==> config.mk <==
export PLATFORM = sky130hd
export DESIGN_NAME = output_hold
export DESIGN_NICKNAME = d
export VERILOG_FILES = /design/src/design/fetch_pkg.sv /design/src/design/output_hold.sv
export SDC_FILE = /design/constraint.sdc
export NUM_CORES = 1
export LEC_CHECK = 0
export ABC_CLOCK_PERIOD_IN_PS = 800
export BUFFER_PORTS_ARGS = -buffer_cell sky130_fd_sc_hd__buf_2
export CORE_ASPECT_RATIO = 0.9
export CORE_MARGIN = 2
export CORE_UTILIZATION = 42
export DETAILED_ROUTE_END_ITERATION = 7
export GPL_ROUTABILITY_DRIVEN = 1
export GPL_TIMING_DRIVEN = 0
export PLACE_DENSITY_LB_ADDON = 0.12
export SYNTH_ARGS = -nofsm -noshare
export SYNTH_HDL_FRONTEND = slang
export SYNTH_SLANG_ARGS = --single-unit
export TNS_END_PERCENT = 20
==> constraint.sdc <==
create_clock -name i_clk -period 0.8 [get_ports i_clk]
set_input_delay 0 -clock i_clk [delete_from_list [all_inputs] [get_ports i_clk]]
set_output_delay 0 -clock i_clk [all_outputs]
set_load 0.03 [all_outputs]
==> src/design/fetch_pkg.sv <==
`default_nettype none

package fetch_pkg;

    // sv39 virtual instruction address
    localparam int ADDR_W  = 39;
    // one memory read feeds up to two 32-bit slots
    localparam int FETCH_W = 64;
    localparam int INST_W  = 32;
    localparam int ADV_W   = 4;

    localparam logic [ADDR_W-1:0] RESET_ADDR = 39'h40_0000_0000;

    // 32-bit control transfer opcodes
    localparam logic [6:0] OPC_BRANCH = 7'b1100011;
    localparam logic [6:0] OPC_JAL    = 7'b1101111;
    localparam logic [6:0] OPC_JALR   = 7'b1100111;

    // compressed quadrants holding jumps and branches
    localparam logic [1:0] CQ1 = 2'b01;
    localparam logic [1:0] CQ2 = 2'b10;
    // quadrant 1 funct3 codes
    localparam logic [2:0] CF3_JAL  = 3'b001;
    localparam logic [2:0] CF3_J    = 3'b101;
    localparam logic [2:0] CF3_BEQZ = 3'b110;
    localparam logic [2:0] CF3_BNEZ = 3'b111;
    // quadrant 2 funct4 codes that need rs2 zero
    localparam logic [3:0] CF4_JR   = 4'b1000;
    localparam logic [3:0] CF4_JALR = 4'b1001;

    // legal pc advance amounts in bytes
    localparam logic [ADV_W-1:0] ADV_2 = 4'd2;
    localparam logic [ADV_W-1:0] ADV_4 = 4'd4;
    localparam logic [ADV_W-1:0] ADV_6 = 4'd6;
    localparam logic [ADV_W-1:0] ADV_8 = 4'd8;

    typedef enum logic [2:0] {
        FETCH = 3'h0,
        CACHE = 3'h1,
        VALID = 3'h2,
        RESOL = 3'h3,
        INIT  = 3'h4
    } fetch_state_t;

endpackage

`default_nettype wire

==> src/design/output_hold.sv <==
`timescale 1ns/100ps
`default_nettype none

module output_hold (
    input  logic                        i_clk,
    input  logic                        i_rst_n,
    input  logic                        i_mem_valid,
    input  logic                        i_hold,
    input  logic [fetch_pkg::INST_W-1:0] i_inst0,
    input  logic [fetch_pkg::INST_W-1:0] i_inst1,
    input  logic [1:0]                  i_compressed,
    input  logic                        i_count,
    output logic                        o_output_valid,
    output logic [fetch_pkg::INST_W-1:0] o_inst0,
    output logic [fetch_pkg::INST_W-1:0] o_inst1,
    output logic [1:0]                  o_compressed,
    output logic                        o_count
);
    import fetch_pkg::*;

    logic [INST_W-1:0] hold_inst0;
    logic [INST_W-1:0] hold_inst1;
    logic [1:0]        hold_compressed;
    logic              hold_count;

    // snapshot of every group that comes back from memory
    always_ff @(posedge i_clk or negedge i_rst_n) begin
        if (!i_rst_n) begin
            hold_inst0      <= '0;
            hold_inst1      <= '0;
            hold_compressed <= 2'b00;
            hold_count      <= 1'b0;
        end else if (i_mem_valid) begin
            hold_inst0      <= i_inst0;
            hold_inst1      <= i_inst1;
            hold_compressed <= i_compressed;
            hold_count      <= i_count;
        end
    end

    // zero latency on return, snapshot while the backend stalls
    assign o_output_valid = i_mem_valid || i_hold;
    assign o_inst0        = i_hold ? hold_inst0 : i_inst0;
    assign o_inst1        = i_hold ? hold_inst1 : i_inst1;
    assign o_compressed   = i_hold ? hold_compressed : i_compressed;
    assign o_count        = i_hold ? hold_count : i_count;

    // hold is only entered after a capture, so the first held cycle
    // must match the live group shown the cycle before
    a_hold_stable: assert property (
        @(posedge i_clk) disable iff (!i_rst_n)
        i_hold |-> (o_output_valid && $stable(o_inst0) && $stable(o_inst1) &&
                    $stable(o_compressed) && $stable(o_count))
    ) else $error("fetch outputs changed while held");

endmodule

`default_nettype wire

After elaboration in Yosys (flattened, before gate mapping)
Index checks and enable logic that the tools add are counted.
Operators by class
  muxes and demuxes: 4
  reduce and logical (&&, ||, !) cells: 1
Operators with widths (number)
  $mux W32: 2
  $mux W2: 1
  $logic_or A1 B1 Y1: 1
  $mux W1: 1
Storage, ports and cells
  register bits after elaboration: 67
  input port bits: 71
  output and inout bits: 68
  logic and storage cells: 9

Depth between registers and ports, before layout
  depth after elaboration: 1
  mapped depth: 4

Worst setup path before layout
OpenSTA, ideal clock, no wires.
  kind: input to register
  from: in i_mem_valid
  to: reg hold_inst0[10]
  setup time: 0.125 ns
  arrival time: 0.669 ns
  required time: 0.675 ns
  path slack: 0.005 ns
  stages: 4
  path through: buf_6 -> buf_6 -> buf_6 -> mux2_4
RTL lines
  from (decl): line output_hold.sv:7  | input logic i_mem_valid,
  to (signal assigned): line output_hold.sv:34  | hold_inst0 <= i_inst0;
  to (decl): line output_hold.sv:21  | logic [INST_W-1:0] hold_inst0;
No word-level cell between the ends.

Final worst setup path
  from: reg hold_inst0[25]
  to: out o_inst0[25] (netlist bit)
On the way
  word-level cells in the longest chain between the ends: 1
Ends and longest elaborated chain
  $mux W32: line output_hold.sv:43  | assign o_inst0 = i_hold ? hold_inst0 : i_inst0;
  to (decl): line output_hold.sv:14  | output logic [fetch_pkg::INST_W-1:0] o_inst0,
Every way passes these cells.

==> summary.md <==
| Metric | Value |
|---|---|
| Final hold violations | 67 |
| Routed vias/inst | roughly 4.8 |
| Static leakage | roughly 2.9 nW |
| Crit share post-route | 143% |
| R2r endpoint | hold_inst0[25] |
| Total GRT Usage | between 10% and 20% |
| WHS | -234 ps |
| I/O pin total | 139 |
| Synth unique cells | 6 |
| 1st-iter DRT viols | 33 |
| Diode count | 0 |
| Vias in the first global route | 2845 |
| WS Path Type | register to output port |
| Core area | 0.00803 mm² |
| Largest net degree at the start of global routing | between 60 and 70 |
| Reg2Reg Setup Slack | -110 ps |
| Minimum clock period | around 1100 ps |
| Max Fclk | ~880 MHz |
| CTS max path bufs | 2 |
| Syn_area_per_cell | between 15 and 20 µm² |
| Port-buffer cells | 136 |
| Hold-fix buffers, CTS | 67 |
| CTS root buffer | clkbuf_8 |
| Share of layout cells above drive strength 1 | a little over two thirds |
| Pre-antenna DRT Iters | 4 |
| Reg-to-Reg Start | hold_inst0[25] |
| Slew @ Worst Pin | approximately 840 ps |
| Placer Congestion | 0.699 |
| CP Launch Type | register |
| Sequential share of the synthesized area | ~48% |
| Final setup fails | 74 |
| Residual DRC | 0 |
| Row cnt | 31 |
| Worst Setup Slack, final | -340 ps |
| VDD IR max | around 0.74 mV |
| Htree depth | 3 |
| Max-Cap Viols | 0 |
| Total number of vias | ~2600 |
| GR Overflow Total | 0 |
| Post-synthesis register bit count | 67 |
| Synthesized instance count | 218 |
| Synthesized net count | slightly below 300 |
| Die height | 90.2 µm |
| Die X | about 100 µm |
| Initial core utilization | 43.2% |
| Final #Nets | a little over 500 |
| DPL Wire Length | approximately 5 mm |
| DRT Wirelength | 8.53 mm |
| CP arrival | 1140 ps |
| Remaining antenna violation count | 0 |
| Post-route cell area | about 0.006 mm² |
| Commonest non-fill, non-tap cell in the layout | mux2_4 |
| Hold Path Class | input port to asynchronous set/reset pin |
| Worst Setup SP | hold_inst0[25] |
| Commonest cells after routing, fill and taps aside | mux2_4, buf_2, buf_6 |
| Post-Synthesis Cell Area | 0.00346 mm² |
| Initial antenna violation count | 0 |
| Area after DPL | around 0.0043 mm² |
| Reg2reg path depth | 2 |
| Wirelength per Cell | 15.7 µm |
| Worst slew margin | ~44% |
| Post-route setup TNS | -21390 ps |
| PwrDens | roughly 1800 mW/mm² |
| Worst-path maximum fanout | 2 |
| Final Skew | 0 ps |
| Warnings from Yosys | 0 |
| Clock Pin Slew Worst Setup and Hold Paths | ~80 ps |
| Clock Latency Late Sink | 320 ps |
| Status | finished with violations |
| Crit. End Element | output port |
| Area delta synth->final | 68.7% |
| Total CTS buffers | 9 |
| Fill cells | about 560 |
| Failing checks | hold timing, setup timing |
| Clock sink count | 67 |
| Die ar. | 0.00899 mm² |
| RSZ-0062 raised after global routing | yes |
| Fin. max-slew vios | 0 |
| CTS tree | built |
| WP data required | around 800 ps |
| First-pass GRT wire length | 13.9 mm |
kinds of logic (layout without fill, tap and decap cells):
| logic type | count (synthesis) | in the layout | share of synthesized area [%] |
|---|---|---|---|
| buffers and inverters | 16 | 242 | 3.76 |
| flip-flops | 67 | 67 | 48.4 |
| multiplexers | 134 | 134 | 47.7 |
| AND/OR/NAND/NOR | 1 | 1 | 0.181 |
layout make-up:
class | instances | area [µm²] | share of cell area (%)
clock buffer | 12 | 155 | 2.65
multi-input combinational | 135 | 1840 | 31.4
buffer | 16 | 148 | 2.53
tap | 99 | 124 | 2.12
clock inverter | 4 | 72.6 | 1.24
timing repair buffer | 210 | 1830 | 31.3
sequential | 67 | 1680 | 28.7
cells in the mapped netlist, drive strengths merged:
library cell    n  area share, %
buf            16            3.8
mux2          134             48
dfrtp          67             48
or2             1           0.18
where the power goes:
part | total (mW) | leakage [nW] | switching [mW] | internal (mW)
Combinational | 3.45 | 1.98 | 1.51 | 1.94
Sequential | 3.91 | 0.783 | 0.183 | 3.73
Clock | 3.16 | 0.113 | 1.23 | 1.92
Total | 10.5 | 2.87 | 2.93 | 7.59
repair_timing:
item / CTS / global route
setup endpoints to repair: 68 / 71
hold endpoints to repair: 134 / 67
gates resized for setup: 186 / 2
setup buffers: 3 / 4
sequential cells by signal, indices dropped and copies added (netlist names):
| name | flops |
|---|---|
| hold_inst1 | 32 |
| hold_compressed | 2 |
| hold_count | 1 |
| hold_inst0 | 32 |
worst max-delay path, cell delays in order (launching register included):
cell     delay [ps]
dfrtp_1         400
mux2_4          270
buf_6           140
metrics by stage:
step	util [%]	cells	hold WS [ps]	power, mW	setup slack [ps]
2_1_floorplan	-	218	-296	5.68	5.49
3_3_place_gp	53.2	453	243	6.35	-653
3_5_place_dp	53.2	453	164	6.40	-154
4_1_cts	72.3	539	-207	10.6	-346
5_1_grt	72.8	543	-170	11.0	-382
6_report	72.8	543	-234	10.5	-340
layer usage:
layer | routed length [µm] | global-route usage, %
met5 | 0 | 0
met4 | 129 | 6.74
met3 | 564 | 4.98
met2 | 4200 | 32.5
met1 | 3640 | 24.7
worst max-delay path by stage:
| stage | to | depth (start not counted) | slack, ps |
|---|---|---|---|
| floorplan | hold_inst0[10] | 4 | 5 |
| global placement | hold_inst0[21] | 1 | -650 |
| detailed placement | o_compressed[0] | 5 | -150 |
| CTS | o_inst0[21] | 2 | -350 |
| global route | o_inst0[12] | 2 | -380 |
| finish | o_inst0[25] | 2 | -340 |
(Power assumes the default switching activity.)
