$ cat src/design/fetch_pkg.sv
`default_nettype none

package fetch_pkg;

    // sv39 virtual instruction address
    localparam int ADDR_W  = 39;
    // one memory read feeds up to two 32-bit slots
    localparam int FETCH_W = 64;
    localparam int INST_W  = 32;
    localparam int ADV_W   = 4;

    localparam logic [ADDR_W-1:0] RESET_ADDR = 39'h40_0000_0000;

    // 32-bit control transfer opcodes
    localparam logic [6:0] OPC_BRANCH = 7'b1100011;
    localparam logic [6:0] OPC_JAL    = 7'b1101111;
    localparam logic [6:0] OPC_JALR   = 7'b1100111;

    // compressed quadrants holding jumps and branches
    localparam logic [1:0] CQ1 = 2'b01;
    localparam logic [1:0] CQ2 = 2'b10;
    // quadrant 1 funct3 codes
    localparam logic [2:0] CF3_JAL  = 3'b001;
    localparam logic [2:0] CF3_J    = 3'b101;
    localparam logic [2:0] CF3_BEQZ = 3'b110;
    localparam logic [2:0] CF3_BNEZ = 3'b111;
    // quadrant 2 funct4 codes that need rs2 zero
    localparam logic [3:0] CF4_JR   = 4'b1000;
    localparam logic [3:0] CF4_JALR = 4'b1001;

    // legal pc advance amounts in bytes
    localparam logic [ADV_W-1:0] ADV_2 = 4'd2;
    localparam logic [ADV_W-1:0] ADV_4 = 4'd4;
    localparam logic [ADV_W-1:0] ADV_6 = 4'd6;
    localparam logic [ADV_W-1:0] ADV_8 = 4'd8;

    typedef enum logic [2:0] {
        FETCH = 3'h0,
        CACHE = 3'h1,
        VALID = 3'h2,
        RESOL = 3'h3,
        INIT  = 3'h4
    } fetch_state_t;

endpackage

`default_nettype wire

$ cat src/design/inst_align.sv
`timescale 1ns/100ps
`default_nettype none

module inst_align (
    input  logic [fetch_pkg::FETCH_W-1:0] i_fetch_word,
    output logic [fetch_pkg::INST_W-1:0]  o_inst0,
    output logic [fetch_pkg::INST_W-1:0]  o_inst1,
    output logic [1:0]                    o_compressed
);
    import fetch_pkg::*;

    localparam int HALF_W = INST_W / 2;

    logic              c0;
    logic              c1;
    logic [INST_W-1:0] slot0;
    logic [INST_W-1:0] slot1;

    // slot 0 always starts at the bottom of the word
    assign slot0 = i_fetch_word[INST_W-1:0];

    // any low pair other than 2'b11 marks a 16-bit encoding
    assign c0 = slot0[1:0] != 2'b11;

    // slot 1 starts right after slot 0
    // a compressed slot 0 pulls it down by one half-word
    assign slot1 = c0 ? i_fetch_word[INST_W+HALF_W-1:HALF_W]
                      : i_fetch_word[FETCH_W-1:INST_W];

    // slot 1 length from its own low bits
    assign c1 = slot1[1:0] != 2'b11;

    assign o_inst0      = slot0;
    assign o_inst1      = slot1;
    // bit 0 is slot 0
    assign o_compressed = {c1, c0};

endmodule

`default_nettype wire

$ cat config.mk
export PLATFORM = sky130hd
export DESIGN_NAME = inst_align
export DESIGN_NICKNAME = d
export VERILOG_FILES = /design/src/design/fetch_pkg.sv /design/src/design/inst_align.sv
export SDC_FILE = /design/constraint.sdc
export NUM_CORES = 1
export LEC_CHECK = 0
export ABC_AREA = 0
export BUFFER_PORTS_ARGS = -buffer_cell sky130_fd_sc_hd__buf_2
export CORE_MARGIN = 2
export CORE_UTILIZATION = 26
export DETAILED_ROUTE_END_ITERATION = 10
export PLACE_DENSITY = 0.82
export SLEW_MARGIN = 20
export SYNTH_ARGS = -nofsm -noshare
export SYNTH_HDL_FRONTEND = slang
export SYNTH_SLANG_ARGS = --single-unit
$ cat constraint.sdc
create_clock -name vclk -period 0.8
set_clock_uncertainty 0.1 [all_clocks]
set_input_delay 0.04 -clock vclk [all_inputs]
set_output_delay 0.04 -clock vclk [all_outputs]
set_load 0.01 [all_outputs]
== Word level (Yosys, flattened, before mapping) ==
Index checks and enable logic that the tools add are counted.

* Equal/unequal tests: 2
* Multiplexer cells: 1

{| class="wikitable"
|+ Operators by type and width
! operator !! number
|-
| $mux 32 || 1
|-
| $ne 2x2->1 const B || 2
|}

* Register bits after elaboration: 0
* Input bits: 64
* Output and inout port bits: 66
* Word-level logic and storage cells: 3

== Longest topological paths before layout ==
Gate-level depths: netlist (run 1).

* Depth after elaboration: 3
* Gate-level depth with buffers: 4
* Depth with buffers taken out: 2

== Worst setup path before layout (run 1) ==
No wires, ideal clock.

* Path type: input port to output port
* Start: input port i_fetch_word[0] in the netlist's numbering
* End: output port o_inst1[10] in the netlist's numbering
* Arrival: 0.676 ns
* Required time: 0.660 ns
* Path slack: -0.016 ns
* Stages: 3
* Path buffers: 1
* Path through: nand2_2 -> buf_6 -> mux2_4

* Longest elaborated chain between the ends: 2

{| class="wikitable"
|+ Ends and longest elaborated chain
! what !! RTL line !! text
|-
| start, declared || inst_align.sv:5 || <nowiki>input logic [fetch_pkg::FETCH_W-1:0] i_fetch_word,</nowiki>
|-
| $ne 2x2->1 || inst_align.sv:23 || <nowiki>assign c0 = slot0[1:0] != 2'b11;</nowiki>
|-
| $mux 32 || inst_align.sv:27 || <nowiki>assign slot1 = c0 ? i_fetch_word[INST_W+HALF_W-1:HALF_W]</nowiki>
|-
| end, declared || inst_align.sv:7 || <nowiki>output logic [fetch_pkg::INST_W-1:0] o_inst1,</nowiki>
|}

Every way passes these cells.

== Final worst setup path (run 1) ==
* Start: input port i_fetch_word[1] in the netlist's numbering
* End: output port o_inst1[26] in the netlist's numbering

Same word-level chain as after synthesis.

==> flow_summary.yaml, run 1 <==
power_and_ir_drop:
  p_per_area_nw_per_um2: 664.5
  vdd_drop_max_v: 0.0003306
  total_power_mw: 1.053
  p_leak_nw: 0.9100
layout:
  seq_area_sq_um: 0
  final_cell_mix: "buf_2, buf_6, mux2_4"
  mostFrequentLayoutCell: "buf_2"
  n_sequential_cell: 0
  drive_gt1_share_pct: 90.00
  nets: 226
  multi_input_area_sq_um: 515.5
  n_fill_cell: 257
  syn2layout_area_growth_pct: 104.2
  antennaDiodeCount: 0
  final_util_pct: 56.47
  clock_buffers: 0
sta:
  hold-worst-slack_ps: 178.6
  hold_viol: 0
  relSlewSlack_pct: 89.97
  drv_slew: 0
  setup_viol_count_final: 33
  tightest_slew_ps: 150.0
  timing.fmax_mhz: 1010
  timing.final.crit_period_ps: 990.1
  setup_ws_ps: -190.1
  grt_setup_unrepaired: "true"
  period_share_pct: 123.8
job:
  cap_viol_max_count: 0
logic_synthesis:
  synth_top_family_by_area: "multiplexers"
  synth-simple-area-share_pct: 1.935
  synth_mux_area_share_pct: 60.00
  synth.avg_cell_area_sq_um: 10.77
  yosysWarnings: 0
  synth-seq-area-share_pct: 0
  synthesis.instances: 72
  yosys.area_share.adder_pct: 0
  synth_fp_nets: 136
  synth_area_sq_um: 775.7
  synth_xor_area_share_pct: 0
  synth_compound_area_share_pct: 0.8065
  synth.distinct_cells: 7
die:
  fp.dieW_um: 58.62
  start_util_pct: 27.65
  die_h_um: 58.62
  die_area_sq_um: 3436
  coreArea_sq_um: 2805
  boundaryPins: 130
  core.rowCount: 19
global_route:
  grt_remaining_overflow: 0
  grt_pass1_vias: 838
  antenna_found_initial: 0
  grt_pass1_wl_um: 3746
  grt_max_degree: 10
  track_usage_pct: 13.74
detailed_routing:
  drtIter0Drc: 13
  drcViolationCount: 10
  vias_per_cell: 4.492
  drtPass1Iterations: 6
  wl_um: 2698
  wl_per_cell_um: 14.13
  vias: 858
  ant_nets: 0
placement:
  port_buffers: 102
  place_congestion: 0.6898
  dp_slack_ps: -254.1
  dp_hpwl_um: 1899
critical_path:
  crit_path_end_kind: "output pin"
  arrival_ps: 850
  worstSetupStartpointType: "input pin"
  crit_required_ps: 660
  path_class: "input pin to output pin"
  worstPathMaxFanout: 6
worst_hold_path:
  hold_path_class: "input pin to output pin"
outcome:
  outcome: "complete, but fails checks"
  violations: "DRC, setup timing"
worst max-delay path, stage by stage:
cell       delay, ps
buf_8            110
nand2_8          120
clkbuf_16        160
mux2_4           300
buf_6            120
layer usage:
metal / part of all wire [%] / vias up / GRT usage, % / wire [um]
li1: - / 395 / - / -
met1: 32 / 392 / 13.49 / 850
met4: 0 / 0 / 0 / 0
met2: 56 / 71 / 31.14 / 1517
met3: 12 / 0 / 1.538 / 329
met5: 0 / - / 0 / 0
cells by family (layout without fill, tap and decap cells):
| group | count (synthesis) | count (layout) |
|---|---|---|
| buffers and inverters | 37 | 125 |
| muxes | 32 | 32 |
| and+or+nand+nor | 2 | 2 |
| AOI/OAI and AO/OA | 1 | 1 |
cells in the mapped netlist (all sizes together):
master,instances,area share (%)
buf,37,37
mux2,32,60
a31oi,1,0.81
and4,1,1.1
nand2,1,0.81
timing repair:
| action | in CTS | in global routing |
|---|---|---|
| hold buffers | 14 | 0 |
| pin swaps | 1 | 1 |
| setup endpoints to repair | 33 | 33 |
| setup buffers | 3 | 1 |
| gates cloned | 3 | 1 |
| resized for setup | 42 | 5 |
| hold endpoints to repair | 14 | 0 |
worst paths after layout:
check / start / to / slack (ps) / depth (start not counted)
worst max-delay path: i_fetch_word[1] / o_inst1[26] / -190 / 5
worst min-delay path: i_fetch_word[24] / o_inst0[24] / 180 / 2
stage by stage:
step	instances	cell area (sq um)	TNS, ps
after detailed placement	171	1089	-7092
after CTS	191	1583	-6389
after global placement	171	1089	-6829
final	191	1584	-5709
after global routing	191	1584	-6561
after floorplan	72	788.3	0
power breakdown:
part           internal, mW  switching [mW]  leakage [nW]
clock                     0               0             0
sequential                0               0             0
combinational         0.669           0.383         0.910
final cells by class:
type / count / share of cell area, %
multi-input combinational: 35 / 32.54
timing repair buffer: 125 / 65.01
tap: 31 / 2.449
Power figures use the tool's default switching activity.
==> run 2: changes to the inputs <==
--- a/config.mk
+++ b/config.mk
@@ -11,6 +11,7 @@
 export CORE_UTILIZATION = 26
 export DETAILED_ROUTE_END_ITERATION = 10
 export PLACE_DENSITY = 0.82
+export REMOVE_ABC_BUFFERS = 1
 export SLEW_MARGIN = 20
 export SYNTH_ARGS = -nofsm -noshare
 export SYNTH_HDL_FRONTEND = slang
==> constraint.sdc (replaced) <==
create_clock -name vclk -period 0.8
set_clock_uncertainty 0.1 [all_clocks]
set_input_delay 0.24 -clock vclk [all_inputs]
set_output_delay 0.24 -clock vclk [all_outputs]
set_load 0.01 [all_outputs]
==> run 2 against run 1 <==
Net effect:
- the run still ends with DRC, setup timing left
- clock-buffer cell count is the same
- final cell count shrank 6.3%
- first-iteration DRC count grew to 2.8 times the previous value
- via count shrank 3.6%
- non-clock buffer count shrank 12
- routed wire length grew 10%
- critical path depth grew 1
- power grew 4.4%
- maximum frequency shrank 31%
- sequential cell count is the same
- core utilization grew 3.5 points
- combinational power grew 5%
- largest power group unchanged
- highest routed layer is now met5
==> flow_summary.yaml, run 2 (synthesis results as in run 1) <==
global_route:
  grt_pass1_wl_um: 4029
  track_usage_pct: 15.33
  antenna_found_initial: 0
  grt_max_degree: 13
  grt_remaining_overflow: 0
  grt_pass1_vias: 835
layout:
  syn2layout_area_growth_pct: 116.8
  seq_area_sq_um: 0
  mostFrequentLayoutCell: "buf_6"
  instances_no_fill: 179
  postLayoutCellArea_sq_um: 1682
  n_sequential_cell: 0
  final_cell_mix: "buf_6, buf_2, mux2_4"
  nets: 214
  final_util_pct: 59.95
  antennaDiodeCount: 0
  drive_gt1_share_pct: 98.65
  clock_buffers: 0
  n_fill_cell: 246
  multi_input_area_sq_um: 515.5
worst_hold_path:
  hold_path_class: "input pin to output pin"
power_and_ir_drop:
  clkPwrFrac_pct: 0
  vdd_drop_max_v: 0.0002566
  switching_share_pct: 33.06
  pwr-share-comb_pct: 100.0
  p_leak_nw: 0.9363
  pwr-share-seq_pct: 0
  p_per_area_nw_per_um2: 653.7
  intPower_mw: 0.7359
  p_switching_mw: 0.3634
detailed_routing:
  vias: 827
  vias_per_cell: 4.620
  ant_nets: 0
  wl_um: 2969
  wl_per_cell_um: 16.59
  drcViolationCount: 8
  drtIter0Drc: 36
  drtPass1Iterations: 7
outcome:
  outcome: "complete, but fails checks"
  violations: "DRC, setup timing"
sta:
  hold-worst-slack_ps: 380.0
  period_share_pct: 180.6
  drv_slew: 0
  tns_ps: -20130
  tightest_slew_ps: 133.9
  setup_viol_count_final: 36
  hold_viol: 0
  timing.fmax_mhz: 692.3
  grt_setup_unrepaired: "true"
  timing.final.crit_period_ps: 1445
  relSlewSlack_pct: 91.03
  setup_ws_ps: -644.5
placement:
  dp_cells: 171
  place_congestion: 0.6615
  dp_hpwl_um: 1958
  port_buffers: 102
  place_area_sq_um: 1084
critical_path:
  cp_top_family: "buffers and inverters"
  worstSetupStartpointType: "input pin"
  crit_required_ps: 460
  cp_common_cell: "buf_12"
  path_class: "input pin to output pin"
  worst_path_max_delay_cell: "mux2_4"
  cp_slowest_stage_delay_ps: 290
  cp_cell_sequence: "buf_12, nand2_8, buf_12, clkbuf_16, mux2_4, buf_6"
  crit_path_end_kind: "output pin"
  critPathBufInv: 4
  arrival_ps: 1100
  worstPathMaxFanout: 5
die:
  fp.dieW_um: 58.62
  die_area_sq_um: 3436
  start_util_pct: 27.65
  core.rowCount: 19
  boundaryPins: 130
  coreArea_sq_um: 2805
  die_h_um: 58.62
job:
  cap_viol_max_count: 0
clocking:
  hold_buffers: 0
## run 2: changes by cell type in the layout (fill, tap and decap cells not counted), sizes merged
cell | previous run | this run
dlygate4sd3 | 14 | 0
buf | 110 | 112
## run 2: timing repair
item                       in CTS  in global routing
setup endpoints to repair      52                 36
gates cloned                    2                  1
pin swaps                       1                  1
setup buffers                   3                  4
resized for setup              78                  7
## run 2: routing by layer
metal | routed length, um | global-route usage (%) | up-vias
met1 | 719 | 12.04 | 371
li1 | - | - | 369
met4 | 21 | 0 | 2
met3 | 507 | 10.77 | 6
met2 | 1680 | 30.82 | 79
met5 | 40 | 9.524 | -
## run 2: final cells by class
| class | instances | area share, % |
|---|---|---|
| tap | 31 | 2.307 |
| multi-input combinational | 35 | 30.65 |
| timing repair buffer | 113 | 67.04 |
## run 2: through the flow
step           worst slack [ps]  power, mW
2_1_floorplan            -854.5     0.3289
3_3_place_gp             -672.5     0.6882
3_5_place_dp             -676.0     0.6980
4_1_cts                  -637.6      1.060
5_1_grt                  -663.4      1.158
6_report                 -644.5      1.099
## run 2: worst paths after layout
path | from | end | slack (ps) | cells after the start
max | i_fetch_word[1] | o_inst1[20] | -640 | 6
min | i_fetch_word[8] | o_inst0[8] | 380 | 0
## run 2: power groups by stage
stage	clock [mW]	sequential, mW	combinational, mW
after floorplan	0	0	0.329
after global placement	0	0	0.688
after detailed placement	0	0	0.698
after CTS	0	0	1.06
after global routing	0	0	1.16
final	0	0	1.10
==> run 3: changes to the inputs <==
--- a/config.mk
+++ b/config.mk
@@ -10,6 +10,7 @@
 export CORE_MARGIN = 2
 export CORE_UTILIZATION = 26
 export DETAILED_ROUTE_END_ITERATION = 10
+export MAX_ROUTING_LAYER = met4
 export PLACE_DENSITY = 0.82
 export REMOVE_ABC_BUFFERS = 1
 export SLEW_MARGIN = 20
==> run 3 against run 2 <==
Net effect:
- the run still ends with DRC, setup timing left
- final cell count unchanged
- maximum frequency about the same
- die area unchanged
- combinational power about the same
- via count decreased by 0.85%
- routed wire length decreased by 0.67%
- setup slack about the same
- largest cell class unchanged
- highest routed layer is now met3
==> flow_summary.yaml, run 3 (synthesis results as in run 1) <==
outcome:
  outcome: "complete, but fails checks"
  violations: "DRC, setup timing"
die:
  boundaryPins: 130
  die_area_sq_um: 3436
  core.rowCount: 19
  start_util_pct: 27.65
  fp.dieW_um: 58.62
  coreArea_sq_um: 2805
  die_h_um: 58.62
critical_path:
  path_class: "input pin to output pin"
  crit_required_ps: 460
  critPathLaunch: "i_fetch_word[1]"
  crit_path_end_kind: "output pin"
  cp_cell_sequence: "buf_12, nand2_8, buf_12, clkbuf_16, mux2_4, buf_6"
  worst_path_max_delay_cell: "mux2_4"
  cp_common_cell: "buf_12"
  worstPathMaxFanout: 5
  worstSetupStartpointType: "input pin"
  arrival_ps: 1100
  cp_slowest_stage_delay_ps: 290
sta:
  tns_ps: -20130
  setup_ws_ps: -644.4
  tightest_slew_ps: 133.9
  drv_slew: 0
  grt_setup_unrepaired: "true"
  relSlewSlack_pct: 91.03
  timing.fmax_mhz: 692.3
  period_share_pct: 180.6
  hold_viol: 0
  timing.final.crit_period_ps: 1444
  setup_viol_count_final: 36
  hold-worst-slack_ps: 380.0
job:
  cap_viol_max_count: 0
layout:
  syn2layout_area_growth_pct: 116.8
  multi_input_area_sq_um: 515.5
  postLayoutCellArea_sq_um: 1682
  clock_buffers: 0
  seq_area_sq_um: 0
  final_cell_mix: "buf_6, buf_2, mux2_4"
  n_sequential_cell: 0
  n_fill_cell: 246
  mostFrequentLayoutCell: "buf_6"
  drive_gt1_share_pct: 98.65
  antennaDiodeCount: 0
  nets: 214
  final_util_pct: 59.95
worst_hold_path:
  hp-start: "i_fetch_word[8]"
  hold_path_class: "input pin to output pin"
placement:
  dp_slack_ps: -676.0
  dp_hpwl_um: 1958
  place_congestion: 0.6678
  place_area_sq_um: 1084
  port_buffers: 102
detailed_routing:
  drtIter0Drc: 36
  wl_um: 2949
  wl_met3_um: 411
  wl_per_cell_um: 16.47
  wl_met1_um: 848
  wl_met2_um: 1689
  vias_per_cell: 4.581
  highest_layer: "met3"
  drtPass1Iterations: 7
  drcViolationCount: 8
  vias: 820
  ant_nets: 0
global_route:
  grt_max_degree: 13
  track_usage_pct: 15.78
  grt_pass1_vias: 829
  antenna_found_initial: 0
  grt_remaining_overflow: 0
  grt_pass1_wl_um: 4029
clocking:
  hold_buffers: 0
power_and_ir_drop:
  vdd_drop_max_v: 0.0002569
  p_leak_nw: 0.9363
  p_per_area_nw_per_um2: 654.0
run 3: path summary, 6_finish.rpt:
path | to | slack [ps] | cells after the start
min | o_inst0[8] | 380 | 0
max | o_inst1[20] | -640 | 6
run 3: per-stage QoR:
step           total power [mW]  cells
2_1_floorplan            0.3289     35
3_3_place_gp             0.6882    171
3_5_place_dp             0.6980    171
4_1_cts                   1.060    176
5_1_grt                   1.157    179
6_report                  1.100    179
run 3: repair_timing:
action / 4_1_cts / 5_1_grt
buffers inserted: 3 / 4
gates cloned: 2 / 1
endpoints found under the setup margin: 52 / 36
gates resized for setup: 78 / 7
pin swaps: 1 / 1
run 3: area by class of cell:
class,instances,share of cell area [%]
timing repair buffer,113,67.04
multi-input combinational,35,30.65
tap,31,2.307
run 3: worst max-delay path, delay by kind of cell:
family        cells  cell delay [ps]
mux               1              290
buf+inv           4              490
simple gates      1               80
run 3: metal layers:
layer	global-route usage, %	up-vias
li1	-	370
met4	0	0
met2	30.82	69
met5	-	-
met3	10.11	0
met1	13.23	381
run 3: where the power goes:
group          switching [mW]  internal (mW)  total [mW]
Clock                       0              0           0
Sequential                  0              0           0
Combinational           0.364          0.736        1.10
