### src/design/fetch_pkg.sv
`default_nettype none

package fetch_pkg;

    // sv39 virtual instruction address
    localparam int ADDR_W  = 39;
    // one memory read feeds up to two 32-bit slots
    localparam int FETCH_W = 64;
    localparam int INST_W  = 32;
    localparam int ADV_W   = 4;

    localparam logic [ADDR_W-1:0] RESET_ADDR = 39'h40_0000_0000;

    // 32-bit control transfer opcodes
    localparam logic [6:0] OPC_BRANCH = 7'b1100011;
    localparam logic [6:0] OPC_JAL    = 7'b1101111;
    localparam logic [6:0] OPC_JALR   = 7'b1100111;

    // compressed quadrants holding jumps and branches
    localparam logic [1:0] CQ1 = 2'b01;
    localparam logic [1:0] CQ2 = 2'b10;
    // quadrant 1 funct3 codes
    localparam logic [2:0] CF3_JAL  = 3'b001;
    localparam logic [2:0] CF3_J    = 3'b101;
    localparam logic [2:0] CF3_BEQZ = 3'b110;
    localparam logic [2:0] CF3_BNEZ = 3'b111;
    // quadrant 2 funct4 codes that need rs2 zero
    localparam logic [3:0] CF4_JR   = 4'b1000;
    localparam logic [3:0] CF4_JALR = 4'b1001;

    // legal pc advance amounts in bytes
    localparam logic [ADV_W-1:0] ADV_2 = 4'd2;
    localparam logic [ADV_W-1:0] ADV_4 = 4'd4;
    localparam logic [ADV_W-1:0] ADV_6 = 4'd6;
    localparam logic [ADV_W-1:0] ADV_8 = 4'd8;

    typedef enum logic [2:0] {
        FETCH = 3'h0,
        CACHE = 3'h1,
        VALID = 3'h2,
        RESOL = 3'h3,
        INIT  = 3'h4
    } fetch_state_t;

endpackage

`default_nettype wire

### src/design/fetch_control.sv
`timescale 1ns/100ps
`default_nettype none

module fetch_control (
    input  logic                         i_clk,
    input  logic                         i_rst_n,
    input  logic                         i_mem_valid,
    input  logic                         i_output_valid,
    input  logic                         i_output_ready,
    input  logic [1:0]                   i_branch,
    input  logic [fetch_pkg::ADV_W-1:0]  i_advance,
    input  logic                         i_branch_valid,
    input  logic [fetch_pkg::ADDR_W-1:0] i_branch_target,
    output logic                         o_mem_ren,
    output logic [fetch_pkg::ADDR_W-1:0] o_mem_raddr,
    output logic                         o_hold
);
    import fetch_pkg::*;

    fetch_state_t      state;
    fetch_state_t      next_state;
    logic [ADDR_W-1:0] pc;
    logic [ADDR_W-1:0] next_pc;
    logic [ADDR_W-1:0] adv_pc;

    // predecode of the returned word is kept for the VALID state
    // since memory data is only live in the return cycle
    logic              held_branched;
    logic [ADV_W-1:0]  held_advance;
    logic              branched;
    logic [ADV_W-1:0]  advance;

    logic              sent;
    logic              target_taken;
    // request in flight for the one-request check
    logic              req_pending;

    always_ff @(posedge i_clk or negedge i_rst_n) begin
        if (!i_rst_n) begin
            state <= INIT;
            pc    <= RESET_ADDR;
        end else begin
            state <= next_state;
            pc    <= next_pc;
        end
    end

    always_ff @(posedge i_clk) begin
        if (i_mem_valid) begin
            held_branched <= |i_branch;
            held_advance  <= i_advance;
        end
    end

    assign o_hold = state == VALID;

    // live predecode on return, the saved copy while holding
    assign branched = o_hold ? held_branched : |i_branch;
    assign advance  = o_hold ? held_advance : i_advance;

    // group goes out when presented and accepted
    assign sent = i_output_valid && i_output_ready;

    // target only counts while actually waiting for it
    assign target_taken = (state == RESOL) && i_branch_valid;

    assign adv_pc = pc + {{(ADDR_W-ADV_W){1'b0}}, advance};

    // FETCH   request issued, waiting for memory or sending now
    // CACHE   memory still busy, nothing presented
    // VALID   group presented but backend not ready
    // RESOL   group with a branch sent, waiting for the target
    // INIT    first cycle after reset, starts the first request
    always_comb begin
        next_state = state;
        case (state)
            INIT: begin
                next_state = FETCH;
            end
            FETCH, CACHE, VALID: begin
                if (sent) begin
                    next_state = branched ? RESOL : FETCH;
                end else if (i_output_valid) begin
                    next_state = VALID;
                end else begin
                    next_state = CACHE;
                end
            end
            RESOL: begin
                if (i_branch_valid) begin
                    next_state = FETCH;
                end
            end
            default: begin
                next_state = INIT;
            end
        endcase
    end

    // pc only moves on a send or on the resolved target
    always_comb begin
        next_pc = pc;
        if (target_taken) begin
            next_pc = i_branch_target;
        end else if ((state != RESOL) && sent) begin
            next_pc = adv_pc;
        end
    end

    // every entry into FETCH is exactly one new request
    // reset keeps the request low until the first cycle of INIT
    assign o_mem_ren   = i_rst_n && (next_state == FETCH);
    // request carries the address the pc register takes next
    assign o_mem_raddr = next_pc;

    always_ff @(posedge i_clk or negedge i_rst_n) begin
        if (!i_rst_n) begin
            req_pending <= 1'b0;
        end else if (o_mem_ren) begin
            req_pending <= 1'b1;
        end else if (i_mem_valid) begin
            req_pending <= 1'b0;
        end
    end

    // a new read may only go out once the previous one returned
    // or in the return cycle itself
    a_one_request: assert property (
        @(posedge i_clk) disable iff (!i_rst_n)
        o_mem_ren |-> (!req_pending || i_mem_valid)
    ) else $error("memory request issued while one is outstanding");

    // no send and no target means no pc movement
    a_pc_hold: assert property (
        @(posedge i_clk) disable iff (!i_rst_n)
        (!sent && !target_taken) |=> $stable(pc)
    ) else $error("pc moved without a send or a branch target");

endmodule

`default_nettype wire

### config.mk
export PLATFORM = sky130hd
export DESIGN_NAME = fetch_control
export DESIGN_NICKNAME = d
export VERILOG_FILES = /design/src/design/fetch_pkg.sv /design/src/design/fetch_control.sv
export SDC_FILE = /design/constraint.sdc
export NUM_CORES = 1
export LEC_CHECK = 0
export ABC_AREA = 1
export BUFFER_PORTS_ARGS = -buffer_cell sky130_fd_sc_hd__buf_4
export CAP_MARGIN = 20
export CORE_MARGIN = 2
export CORE_UTILIZATION = 45
export DETAILED_ROUTE_END_ITERATION = 10
export PLACE_DENSITY_LB_ADDON = 0.3
export SLEW_MARGIN = 5
export SYNTH_ARGS = -nofsm -noshare
export SYNTH_HDL_FRONTEND = slang
export SYNTH_SLANG_ARGS = --single-unit
export TNS_END_PERCENT = 50
### constraint.sdc
create_clock -name i_clk -period 4 [get_ports i_clk]
set_clock_uncertainty 0.2 [all_clocks]
set_input_delay 0.8 -clock i_clk [delete_from_list [all_inputs] [get_ports i_clk]]
set_output_delay 0.8 -clock i_clk [all_outputs]
set_load 0.1 [all_outputs]
# Yosys cells after proc, flatten, opt, wreduce, memory -nomap -nowiden
# Cells that the tools add are included.
dict set report totals {
  reg_bits 47
  mem_bits_ro 0
  mem_bits_rw 0
  in_bits 51
  mem_count 0
  latch_bits 0
}
dict set report op_classes {
  mux 9
  reduce_logical 8
  n_bitwise 0
  add_sub_neg 1
  n_eq_ne 5
  div_mod_pow 0
  order_cmp 0
  multipliers 0
  shifts 0
}
# operator n
set op_table {}
lappend op_table {{2-to-1 mux 39 bit} 2}
lappend op_table {{adder 39 x 4 -> 39 bit} 1}
lappend op_table {{one-hot mux 3 bit (3 select lines)} 1}
lappend op_table {{equality test 3 x 2 -> 1 bit (second input constant)} 2}
lappend op_table {{zero test 3 bit} 2}
lappend op_table {{2-to-1 mux 2 bit} 3}
lappend op_table {{logical AND 1 bit} 4}
lappend op_table {{2-to-1 mux 4 bit} 1}
lappend op_table {{equality test 3 x 1 -> 1 bit (second input constant)} 1}
lappend op_table {{equality test 3 bit (second input constant)} 1}
lappend op_table {{2-to-1 mux 3 bit} 1}
lappend op_table {{inequality test 3 x 2 -> 1 bit (second input constant)} 1}
lappend op_table {{OR reduction 3 bit} 1}
lappend op_table {{OR reduction 2 bit} 1}
lappend op_table {{2-to-1 mux 1 bit} 1}

# Depth between registers and ports, before layout
# Gate-level depths: netlist (run 1).
dict set report logic_depth {
  depth_word 7
  ltp_mapped 19
  mapped_depth_nobuf 19
}

# Worst setup path before layout (run 1)
# Ideal clock, no wire load.
dict set report synth_path {
  kind {register -> output}
  start {register state[2]}
  end {output port o_mem_raddr[9] (netlist bit)}
  stages_incl_launch_ff 14
  slack_ns -1.334
  arrival_time_ns 4.334
  n_path_buf 0
  path_cell_list {dfstp_2 inv_1 nand2_1 inv_2 nand2_1 nand2_1 ha_1 nand3_1 nand3_1 nand2_1 nand2_1 nand3_1 xor2_1 o21ai_0}
}
dict set report synth_between {
  elab_chain_cells 5
}
# item line_no
set synth_rtl {}
lappend synth_rtl {{start: declaration} fetch_control.sv:20} ;# fetch_state_t state;
lappend synth_rtl {{start signal: assignment} fetch_control.sv:43} ;# state <= next_state;
lappend synth_rtl {{equality test 3 x 2 -> 1 bit} fetch_control.sv:55} ;# assign o_hold = state == VALID;
lappend synth_rtl {{net o_hold} fetch_control.sv:16} ;# output logic o_hold
lappend synth_rtl {{2-to-1 mux 4 bit} fetch_control.sv:59} ;# assign advance = o_hold ? held_advance : i_advance;
lappend synth_rtl {{adder 39 x 4 -> 39 bit} fetch_control.sv:67} ;# assign adv_pc = pc + {{(ADDR_W-ADV_W){1'b0}}, advance};
lappend synth_rtl {{2-to-1 mux 39 bit} fetch_control.sv:105} ;# end else if ((state != RESOL) && sent) begin
lappend synth_rtl {{2-to-1 mux 39 bit} fetch_control.sv:103} ;# if (target_taken) begin
lappend synth_rtl {{end: declaration} fetch_control.sv:15} ;# output logic [fetch_pkg::ADDR_W-1:0] o_mem_raddr,
# The timed path passes the listed nets, and every way through them passes these cells.

# Worst setup path in the final report (run 1)
dict set report layout_path {
  start {register state[2]}
  end {output port o_mem_raddr[22] (netlist bit)}
}
dict set report layout_between {
  elab_chain_cells 5
}
# item line_no
set layout_rtl {}
lappend layout_rtl {{equality test 3 x 2 -> 1 bit} fetch_control.sv:55}
lappend layout_rtl {{2-to-1 mux 4 bit} fetch_control.sv:59}
lappend layout_rtl {{adder 39 x 4 -> 39 bit} fetch_control.sv:67}
lappend layout_rtl {{2-to-1 mux 39 bit} fetch_control.sv:105}
lappend layout_rtl {{2-to-1 mux 39 bit *} fetch_control.sv:103}
# Mark *: on every way between the ends. The rest lies on a longest branch, timed or not.

==> results of run 1 <==
==> cells by family after synthesis <==
group | count (synthesis) | synth area share
XOR/XNOR | 11 | 0.0293
AO/OA/AOI/OAI | 32 | 0.0551
buffers and inverters | 55 | 0.0700
adder cells (fa/ha/maj) | 6 | 0.0251
AND/OR/NAND/NOR | 324 | 0.455
flip-flops | 47 | 0.366
==> worst min-delay path by stage <==
stage | slack, ps | end
2_1_floorplan | 270 | state[2]
3_3_place_gp | 300 | state[2]
3_5_place_dp | 300 | state[2]
4_1_cts | 340 | state[2]
5_1_grt | 390 | state[2]
6_report | 360 | state[2]
==> flip-flops by register name, summed over array words and instances, names as in the netlist <==
register	cells
pc	39
held_branched	1
state	3
held_advance	4
==> layout make-up <==
class / count / area (um2) / share of cell area
Timing Repair Buffer: 99 / 867 / 0.194
Tap cell: 99 / 124 / 0.0277
Sequential cell: 47 / 1200 / 0.269
Multi-Input combinational cell: 373 / 2000 / 0.448
Inverter: 46 / 175 / 0.0392
Clock buffer: 8 / 100 / 0.0224
==> worst max-delay path: stages (launching register included) <==
cell and delay, ps:
dfstp_2 550, inv_1 80, nand2_4 90, inv_2 70, nand2_1 60, nand2_1 50, ha_2 200, fa_2 360
nand3_1 100, nand2_2 90, nand4_1 190, nor2_4 90, or2_2 280, nand3_1 80, nand2_2 80, buf_12 170
==> metrics by stage <==
| step | setup TNS [ps] | setup WS, ps | cell area [um2] | instances |
|---|---|---|---|---|
| floorplan | -2770 | -476 | 3350 | 475 |
| global placement | 0 | 212 | 4130 | 660 |
| detailed placement | 0 | 170 | 4130 | 660 |
| CTS | -3.94 | -3.94 | 4270 | 668 |
| global route | -82.3 | -23.4 | 4470 | 672 |
| finish | 0 | 143 | 4470 | 672 |
==> metal layers <==
metal | GRT usage | vias up | share of wire
li1 | - | 1722 | -
met1 | 0.313 | 1543 | 0.44
met2 | 0.421 | 92 | 0.51
met3 | 0.0323 | 16 | 0.038
met4 | 0.0814 | 0 | 0.019
met5 | 0 | - | 0
==> cell usage in the layout (no fill, tap or decap), types with 3 or more instances in the layout <==
| cell | instances |
|---|---|
| o21ai_1 | 4 |
| nor2_4 | 11 |
| buf_6 | 9 |
| nor3_1 | 7 |
| nor2_2 | 4 |
| clkbuf_8 | 7 |
| inv_1 | 39 |
| or2_2 | 3 |
| buf_4 | 82 |
| nand2_1 | 177 |
| a21oi_1 | 6 |
| o21ai_2 | 6 |
| ha_1 | 3 |
| inv_2 | 6 |
| xor2_1 | 7 |
| nor2_1 | 37 |
| edfxtp_1 | 5 |
| nand2_2 | 12 |
| nand4_1 | 20 |
| o21bai_1 | 6 |
| o21ai_4 | 3 |
| buf_12 | 6 |
| o21ai_0 | 4 |
| nor3_2 | 3 |
| nand3_2 | 5 |
| xnor2_1 | 4 |
| dfrtp_1 | 40 |
| nand3_1 | 39 |
==> repair_timing <==
item | CTS | global route
setup endpoints to repair | 23 | 33
pin swaps | 0 | 6
gates resized for setup | 9 | 42
setup buffers | 0 | 4
==> results.py, run 1 <==
metrics = {
    "global_route": {
        "grt_pass1_wl_um": 15000,
        "grt_pass1_vias": 3244,
        "grt_max_degree": 49,
        "grtUsageTotal": 0.243,
        "grt.overflow.total": 0,
        "antenna_found_initial": 0,
    },
    "yosys": {
        "synthCells": 475,
        "yosysUniqueCellTypes": 31,
        "ys.flop_type": "dfrtp_1",
        "syn_nets": 532,
        "synth_area_um2": 3290,
        "synth_area_leaders": "dfrtp_1 30%, nand2_1 21%, nand3_1 6.2%",
        "synth.avg_cell_area_um2": 6.93,
        "synth_area_leader_cell": "dfrtp_1",
        "synth.ff_latch_count": 47,
        "ys_seq_area_frac": 0.366,
        "synth_top_area_frac": 0.304,
        "ys_warn_count": 0,
        "synth-async-reset-ratio": 0.894,
        "ys_top_cells_by_count": "184 x nand2_1, 41 x nand3_1, 40 x dfrtp_1, 40 x nor2_1, 39 x inv_1",
        "yosys.cell_count.top_type": "nand2_1",
        "synth_edf_count": 5,
    },
    "clock_tree": {
        "cts_max_path_buffers": 2,
        "clock_latency_ps": 300,
        "numCtsBuffers": 5,
        "hold_buffers": 0,
        "htree_levels": 2,
        "clkSinkCount": 47,
        "clkSlewWorstSetupHoldPaths_ps": 90,
        "cts_root_buf": "clkbuf_8",
        "tritoncts": "yes",
    },
    "critical_path": {
        "ff2ff_setup_slack_ps": 1310,
        "critPathLaunchType": "flip-flop",
        "cp_max_fo": 6,
        "startpoint": "state[2]",
        "crit_path_end_kind": "output pin",
        "cp-endpoint": "o_mem_raddr[22]",
        "ff2ff_path_depth": 14,
        "r2r-end": "pc[22]",
        "critPathArrivalTime_ps": 2860,
        "cp.required_ps": 3000,
        "r2r-start": "state[2]",
        "path_class": "flip-flop to output pin",
    },
    "timing": {
        "slew_headroom": 0.619,
        "maxSlewViolCount": 0,
        "worstMarginPinSlew_ps": 571,
        "finalHoldViolCount": 0,
        "setup_violations": 0,
        "fin_hold_ws_ps": 360,
        "fmax_ghz": 0.259,
        "fin_crit_ps": 3860,
        "finalCritPeriodShare": 0.964,
    },
    "finish": {
        "num-fill-cells": 655,
        "layout.nets": 629,
        "diodes": 0,
        "layout-drive-gt1-share": 0.297,
        "area_growth_pct": 35.9,
        "postLayoutCoreUtil": 0.623,
    },
    "detailed_routing": {
        "first_pass_iters": 4,
        "vias": 3373,
        "via_per_inst": 5.02,
        "drtIter0Drc": 144,
        "ant_nets": 0,
        "wire_per_inst_um": 13.9,
        "drc_errors": 0,
        "wl_um": 9360,
    },
    "die": {
        "dieWidth_um": 89.5,
        "die_area_um2": 8010,
        "initial_core_util": 0.459,
        "fp.dieH_um": 89.5,
        "rows": 31,
        "fp.coreArea_um2": 7180,
        "ios": 92,
    },
    "worst_hold_path": {
        "min_from": "state[2]",
        "holdPathStages": 2,
        "hp-class": "flip-flop to flip-flop",
    },
    "placement": {
        "io_buffers": 91,
        "hpwl_um": 7020,
        "gp_congestion": 0.919,
    },
    "outcome": {
        "status": "finished clean",
    },
    "run": {
        "maxCapViolations": 0,
    },
}
Power of run 1 is left out: the tool's default activity adds up to more than one toggle a clock period on the data nets, which glitch-free logic cannot reach.
==> run 2: changes to the inputs <==
--- a/config.mk
+++ b/config.mk
@@ -12,6 +12,7 @@
 export CORE_UTILIZATION = 45
 export DETAILED_ROUTE_END_ITERATION = 10
 export PLACE_DENSITY_LB_ADDON = 0.3
+export REMOVE_ABC_BUFFERS = 1
 export SLEW_MARGIN = 5
 export SYNTH_ARGS = -nofsm -noshare
 export SYNTH_HDL_FRONTEND = slang
==> run 2 against run 1 <==
Clock-buffer cell count down 2. Via count down 0.83%. Non-clock buffer count down 1. Die area unchanged. Setup slack better by 61 ps. Hold slack worse by 10 ps. Wire length down 6.1%. Critical path type unchanged. Highest routed layer unchanged.
==> results.py, run 2 (same netlist as run 1, synthesis figures left out) <==
metrics = {
    "detailed_routing": {
        "via_per_inst": 4.99,
        "ant_nets": 0,
        "drtIter0Drc": 118,
        "first_pass_iters": 4,
        "wire_per_inst_um": 13.1,
        "wl_um": 8790,
        "drc_errors": 0,
        "vias": 3345,
    },
    "clock_tree": {
        "clkSlewWorstSetupHoldPaths_ps": 80,
        "clkSinkCount": 47,
        "cts_root_buf": "clkbuf_8",
        "htree_levels": 2,
        "cts_max_path_buffers": 2,
        "numCtsBuffers": 5,
        "tritoncts": "yes",
        "clock_latency_ps": 300,
    },
    "timing": {
        "setup_violations": 0,
        "fin_crit_ps": 3800,
        "finalHoldViolCount": 0,
        "worstMarginPinSlew_ps": 551,
        "maxSlewViolCount": 0,
        "finalCritPeriodShare": 0.949,
        "final.setup.worst_slack_ps": 204,
        "fmax_ghz": 0.263,
        "slew_headroom": 0.633,
    },
    "critical_path": {
        "path_class": "flip-flop to output pin",
        "cp_max_fo": 6,
        "critPathArrivalTime_ps": 2800,
        "crit_path_end_kind": "output pin",
        "critPathLaunchType": "flip-flop",
        "cp.required_ps": 3000,
    },
    "finish": {
        "largest_reg_flops": 39,
        "layout-drive-gt1-share": 0.281,
        "top_register": "pc",
        "area_growth_pct": 34.4,
        "diodes": 0,
        "layout.nets": 628,
        "num-fill-cells": 675,
        "final_cell_mix": "176 x nand2_1, 79 x buf_4, 40 x dfrtp_1",
        "final_common_cell": "nand2_1",
        "top_regs": "pc x39, held_advance x4, state x3",
    },
    "die": {
        "rows": 31,
        "dieWidth_um": 89.5,
        "fp.dieH_um": 89.5,
        "ios": 92,
        "fp.coreArea_um2": 7180,
        "die_area_um2": 8010,
        "initial_core_util": 0.459,
    },
    "global_route": {
        "grt_max_degree": 43,
        "grtUsageTotal": 0.228,
        "grt_pass1_wl_um": 14400,
        "grt.overflow.total": 0,
        "antenna_found_initial": 0,
        "grt_pass1_vias": 3239,
    },
    "placement": {
        "gp_congestion": 0.885,
        "io_buffers": 91,
        "preCtsSetupSlack_ps": 142,
        "hpwl_um": 6900,
    },
    "outcome": {
        "status": "finished clean",
    },
    "run": {
        "maxCapViolations": 0,
    },
    "worst_hold_path": {
        "hp-class": "flip-flop to flip-flop",
    },
}
[run 2: layout make-up]
class	instances	area [um2]	area share
multi-input cells	373	1960	0.444
flip-flops and latches	47	1200	0.272
repair buffers	98	877	0.198
inverters	46	175	0.0396
well taps	99	124	0.0280
clock buffers	6	72.6	0.0164
clock inverters	2	7.51	0.00170
[run 2: stage by stage]
stage	cell area (um2)	setup TNS [ps]	util	hold slack, ps	std cells
2_1_floorplan	3230	-60040	-	275	466
3_3_place_gp	4090	0	0.569	287	661
3_5_place_dp	4090	0	0.569	303	661
4_1_cts	4200	0	0.585	335	669
5_1_grt	4420	-27.1	0.616	370	671
6_report	4420	0	0.616	350	671
[run 2: repair_timing]
item	CTS	global route
cloned	0	0
pin swaps	0	4
setup endpoints to repair	25	32
hold buffers	0	0
setup buffers	0	2
resized for setup	10	50
[run 2: worst paths after layout]
path | startpoint | endpoint | slack [ps] | depth (start not counted)
max | state[2] | o_mem_raddr[22] | 200 | 15
min | state[2] | state[2] | 350 | 2
max reg2reg | state[2] | pc[22] | 1360 | 14
min reg2reg | state[2] | state[2] | 350 | 2
max in group asynchronous | i_rst_n | state[2] | 2800 | 2
min in group asynchronous | i_rst_n | pc[29] | 400 | 2
[run 2: layer usage]
metal / global-route usage / vias to the layer above / share of wire
met3: 0.0397 / 10 / 0.055
met2: 0.374 / 95 / 0.48
met5: 0 / - / 0
met1: 0.313 / 1520 / 0.45
li1: - / 1720 / -
met4: 0.0597 / 0 / 0.015
[run 2: critical path: stages, from the launching register on]
cell     delay [ps]
dfstp_2         540
inv_1            70
nand2_4          90
inv_2            70
nand2_1          60
nand2_1          50
ha_2            190
fa_2            350
nand3_1         110
nand2_2          90
nand4_1         170
nor2_4           90
or2_2           270
nand3_1          90
nand2_2          80
buf_12          170
Power of run 2 is left out for the same reason.
==> run 3: changes to the inputs <==
--- a/config.mk
+++ b/config.mk
@@ -11,7 +11,7 @@
 export CORE_MARGIN = 2
 export CORE_UTILIZATION = 45
 export DETAILED_ROUTE_END_ITERATION = 10
-export PLACE_DENSITY_LB_ADDON = 0.3
+export PLACE_DENSITY = 0.79
 export REMOVE_ABC_BUFFERS = 1
 export SLEW_MARGIN = 5
 export SYNTH_ARGS = -nofsm -noshare
==> constraint.sdc (replaced) <==
create_clock -name i_clk -period 3.4 [get_ports i_clk]
set_clock_uncertainty 0.2 [all_clocks]
set_input_delay 0.68 -clock i_clk [delete_from_list [all_inputs] [get_ports i_clk]]
set_output_delay 0.68 -clock i_clk [all_outputs]
set_load 0.1 [all_outputs]
==> run 3 against run 2 <==
Utilization rose by 12 points. The run now ends with negative setup slack left. Clock-buffer cell count fell by 1. Register-to-register slack got worse by 790 ps.
==> results.py, run 3 (same netlist as run 1, synthesis figures left out) <==
metrics = {
    "clock_tree": {
        "cts_root_buf": "clkbuf_8",
        "clock_latency_ps": 310,
        "htree_levels": 2,
        "clkSinkCount": 47,
        "hold_buffers": 0,
        "tritoncts": "yes",
        "clkSlewWorstSetupHoldPaths_ps": 90,
        "cts_max_path_buffers": 2,
        "numCtsBuffers": 5,
    },
    "global_route": {
        "grtUsageTotal": 0.263,
        "grt_pass1_wl_um": 16200,
        "grt_pass1_vias": 3546,
        "grt_max_degree": 43,
        "grt.overflow.total": 0,
        "antenna_found_initial": 0,
    },
    "finish": {
        "top_register": "pc",
        "final_common_cell": "nand2_1",
        "final_cell_mix": "139 x nand2_1, 85 x buf_4, 40 x dfrtp_1",
        "area_growth_pct": 61.4,
        "diodes": 0,
        "top_regs": "pc x39, held_advance x4, state x3",
        "num-fill-cells": 518,
        "largest_reg_flops": 39,
        "fin_cells": 700,
        "postLayoutCoreUtil": 0.740,
        "layout-drive-gt1-share": 0.434,
        "layout.nets": 657,
    },
    "timing": {
        "fin_crit_ps": 3650,
        "finalHoldViolCount": 0,
        "rsz0062_at_grt": "yes",
        "setup_violations": 37,
        "fmax_ghz": 0.274,
        "final.setup.worst_slack_ps": -246,
        "finalCritPeriodShare": 1.07,
        "worstMarginPinSlew_ps": 603,
        "maxSlewViolCount": 0,
        "slew_headroom": 0.595,
    },
    "critical_path": {
        "critPathArrivalTime_ps": 2770,
        "critPathLaunchType": "flip-flop",
        "path_class": "flip-flop to output pin",
        "cp.required_ps": 2520,
        "cp_max_fo": 4,
        "crit_path_end_kind": "output pin",
        "ff2ff_path_depth": 19,
    },
    "detailed_routing": {
        "first_pass_iters": 5,
        "via_per_inst": 5.20,
        "ant_nets": 0,
        "vias": 3640,
        "wl_um": 10700,
        "wire_per_inst_um": 15.3,
        "drc_errors": 0,
        "drtIter0Drc": 236,
    },
    "die": {
        "ios": 92,
        "rows": 31,
        "fp.dieH_um": 89.5,
        "dieWidth_um": 89.5,
        "initial_core_util": 0.459,
        "fp.coreArea_um2": 7180,
        "die_area_um2": 8010,
    },
    "placement": {
        "io_buffers": 91,
        "hpwl_um": 7050,
        "preCtsSetupSlack_ps": -117,
        "dpl.cell_count": 678,
        "gp_congestion": 0.908,
    },
    "power": {
        "p_per_area_nw_per_um2": 1110,
        "vdd_drop_max_v": 0.000671,
        "p_leak_nw": 2.39,
    },
    "outcome": {
        "status": "finished, violations left",
        "violations": "negative setup slack",
    },
    "worst_hold_path": {
        "hp-class": "input port to async pin",
    },
    "run": {
        "maxCapViolations": 0,
    },
}
run 3: routing by layer:
layer	wire [um]	track usage	vias up	share of wire
met2	5640	0.461	148	0.53
met5	0	0	-	0
li1	-	-	1783	-
met1	4120	0.324	1684	0.38
met4	343	0.109	0	0.032
met3	619	0.0342	25	0.058
run 3: metrics by stage:
stage | power, mW | hold slack (ps) | TNS, ps | cell area [um2]
after floorplan | 3.67 | 184 | -94800 | 3230
after global placement | 4.42 | 348 | -447 | 4210
after detailed placement | 4.45 | 362 | -1010 | 4210
after CTS | 5.58 | 297 | -2300 | 4990
after global routing | 6.16 | 312 | -8570 | 5310
final | 5.91 | 286 | -4010 | 5310
run 3: worst max-delay path, stage by stage (launching register included):
cell and delay (ps):
dfrtp_1 400, nor2_2 160, nand2_4 90, buf_6 150, nand2_4 70, nand2_4 50
ha_4 300, nand2_4 80, nor2_4 160, nand2_1 70, nor2_1 130, nand2_1 120
nand2_1 100, nand2_1 60, nand2_1 60, nand2_1 60, nand2_1 60, nand2_1 60
nand2_2 100, buf_12 170
run 3: where the power goes:
group / switching [mW] / internal, mW
clock network: 0.200 / 0.141
registers: 0.363 / 0.816
logic: 2.90 / 1.50
total: 3.46 / 2.45
run 3: cell type report:
type	instances	area, um2	area share
Timing Repair Buffer	127	1390	0.262
Multi-Input combinational cell	373	2320	0.438
Tap cell	99	124	0.0233
Inverter	46	185	0.0349
Clock inverter	3	15.0	0.00283
Clock buffer	5	68.8	0.0130
Sequential cell	47	1200	0.227
run 3: timing repair:
action,in CTS,in global routing
endpoints found under the hold margin,0,0
setup endpoints to repair,38,38
gates resized for setup,167,64
setup buffers,7,7
pin swaps,32,43
run 3: worst paths after layout:
check                        startpoint         endpoint  slack, ps
min reg2reg                    state[1]         state[2]        440
max reg2reg                    state[0]           pc[27]        570
min in group i_clk         i_advance[0]  held_advance[0]        360
max in group asynchronous       i_rst_n           pc[38]       2330
max                            state[0]  o_mem_raddr[19]       -250
min                             i_rst_n            pc[1]        290
Power figures use the tool's default switching activity.
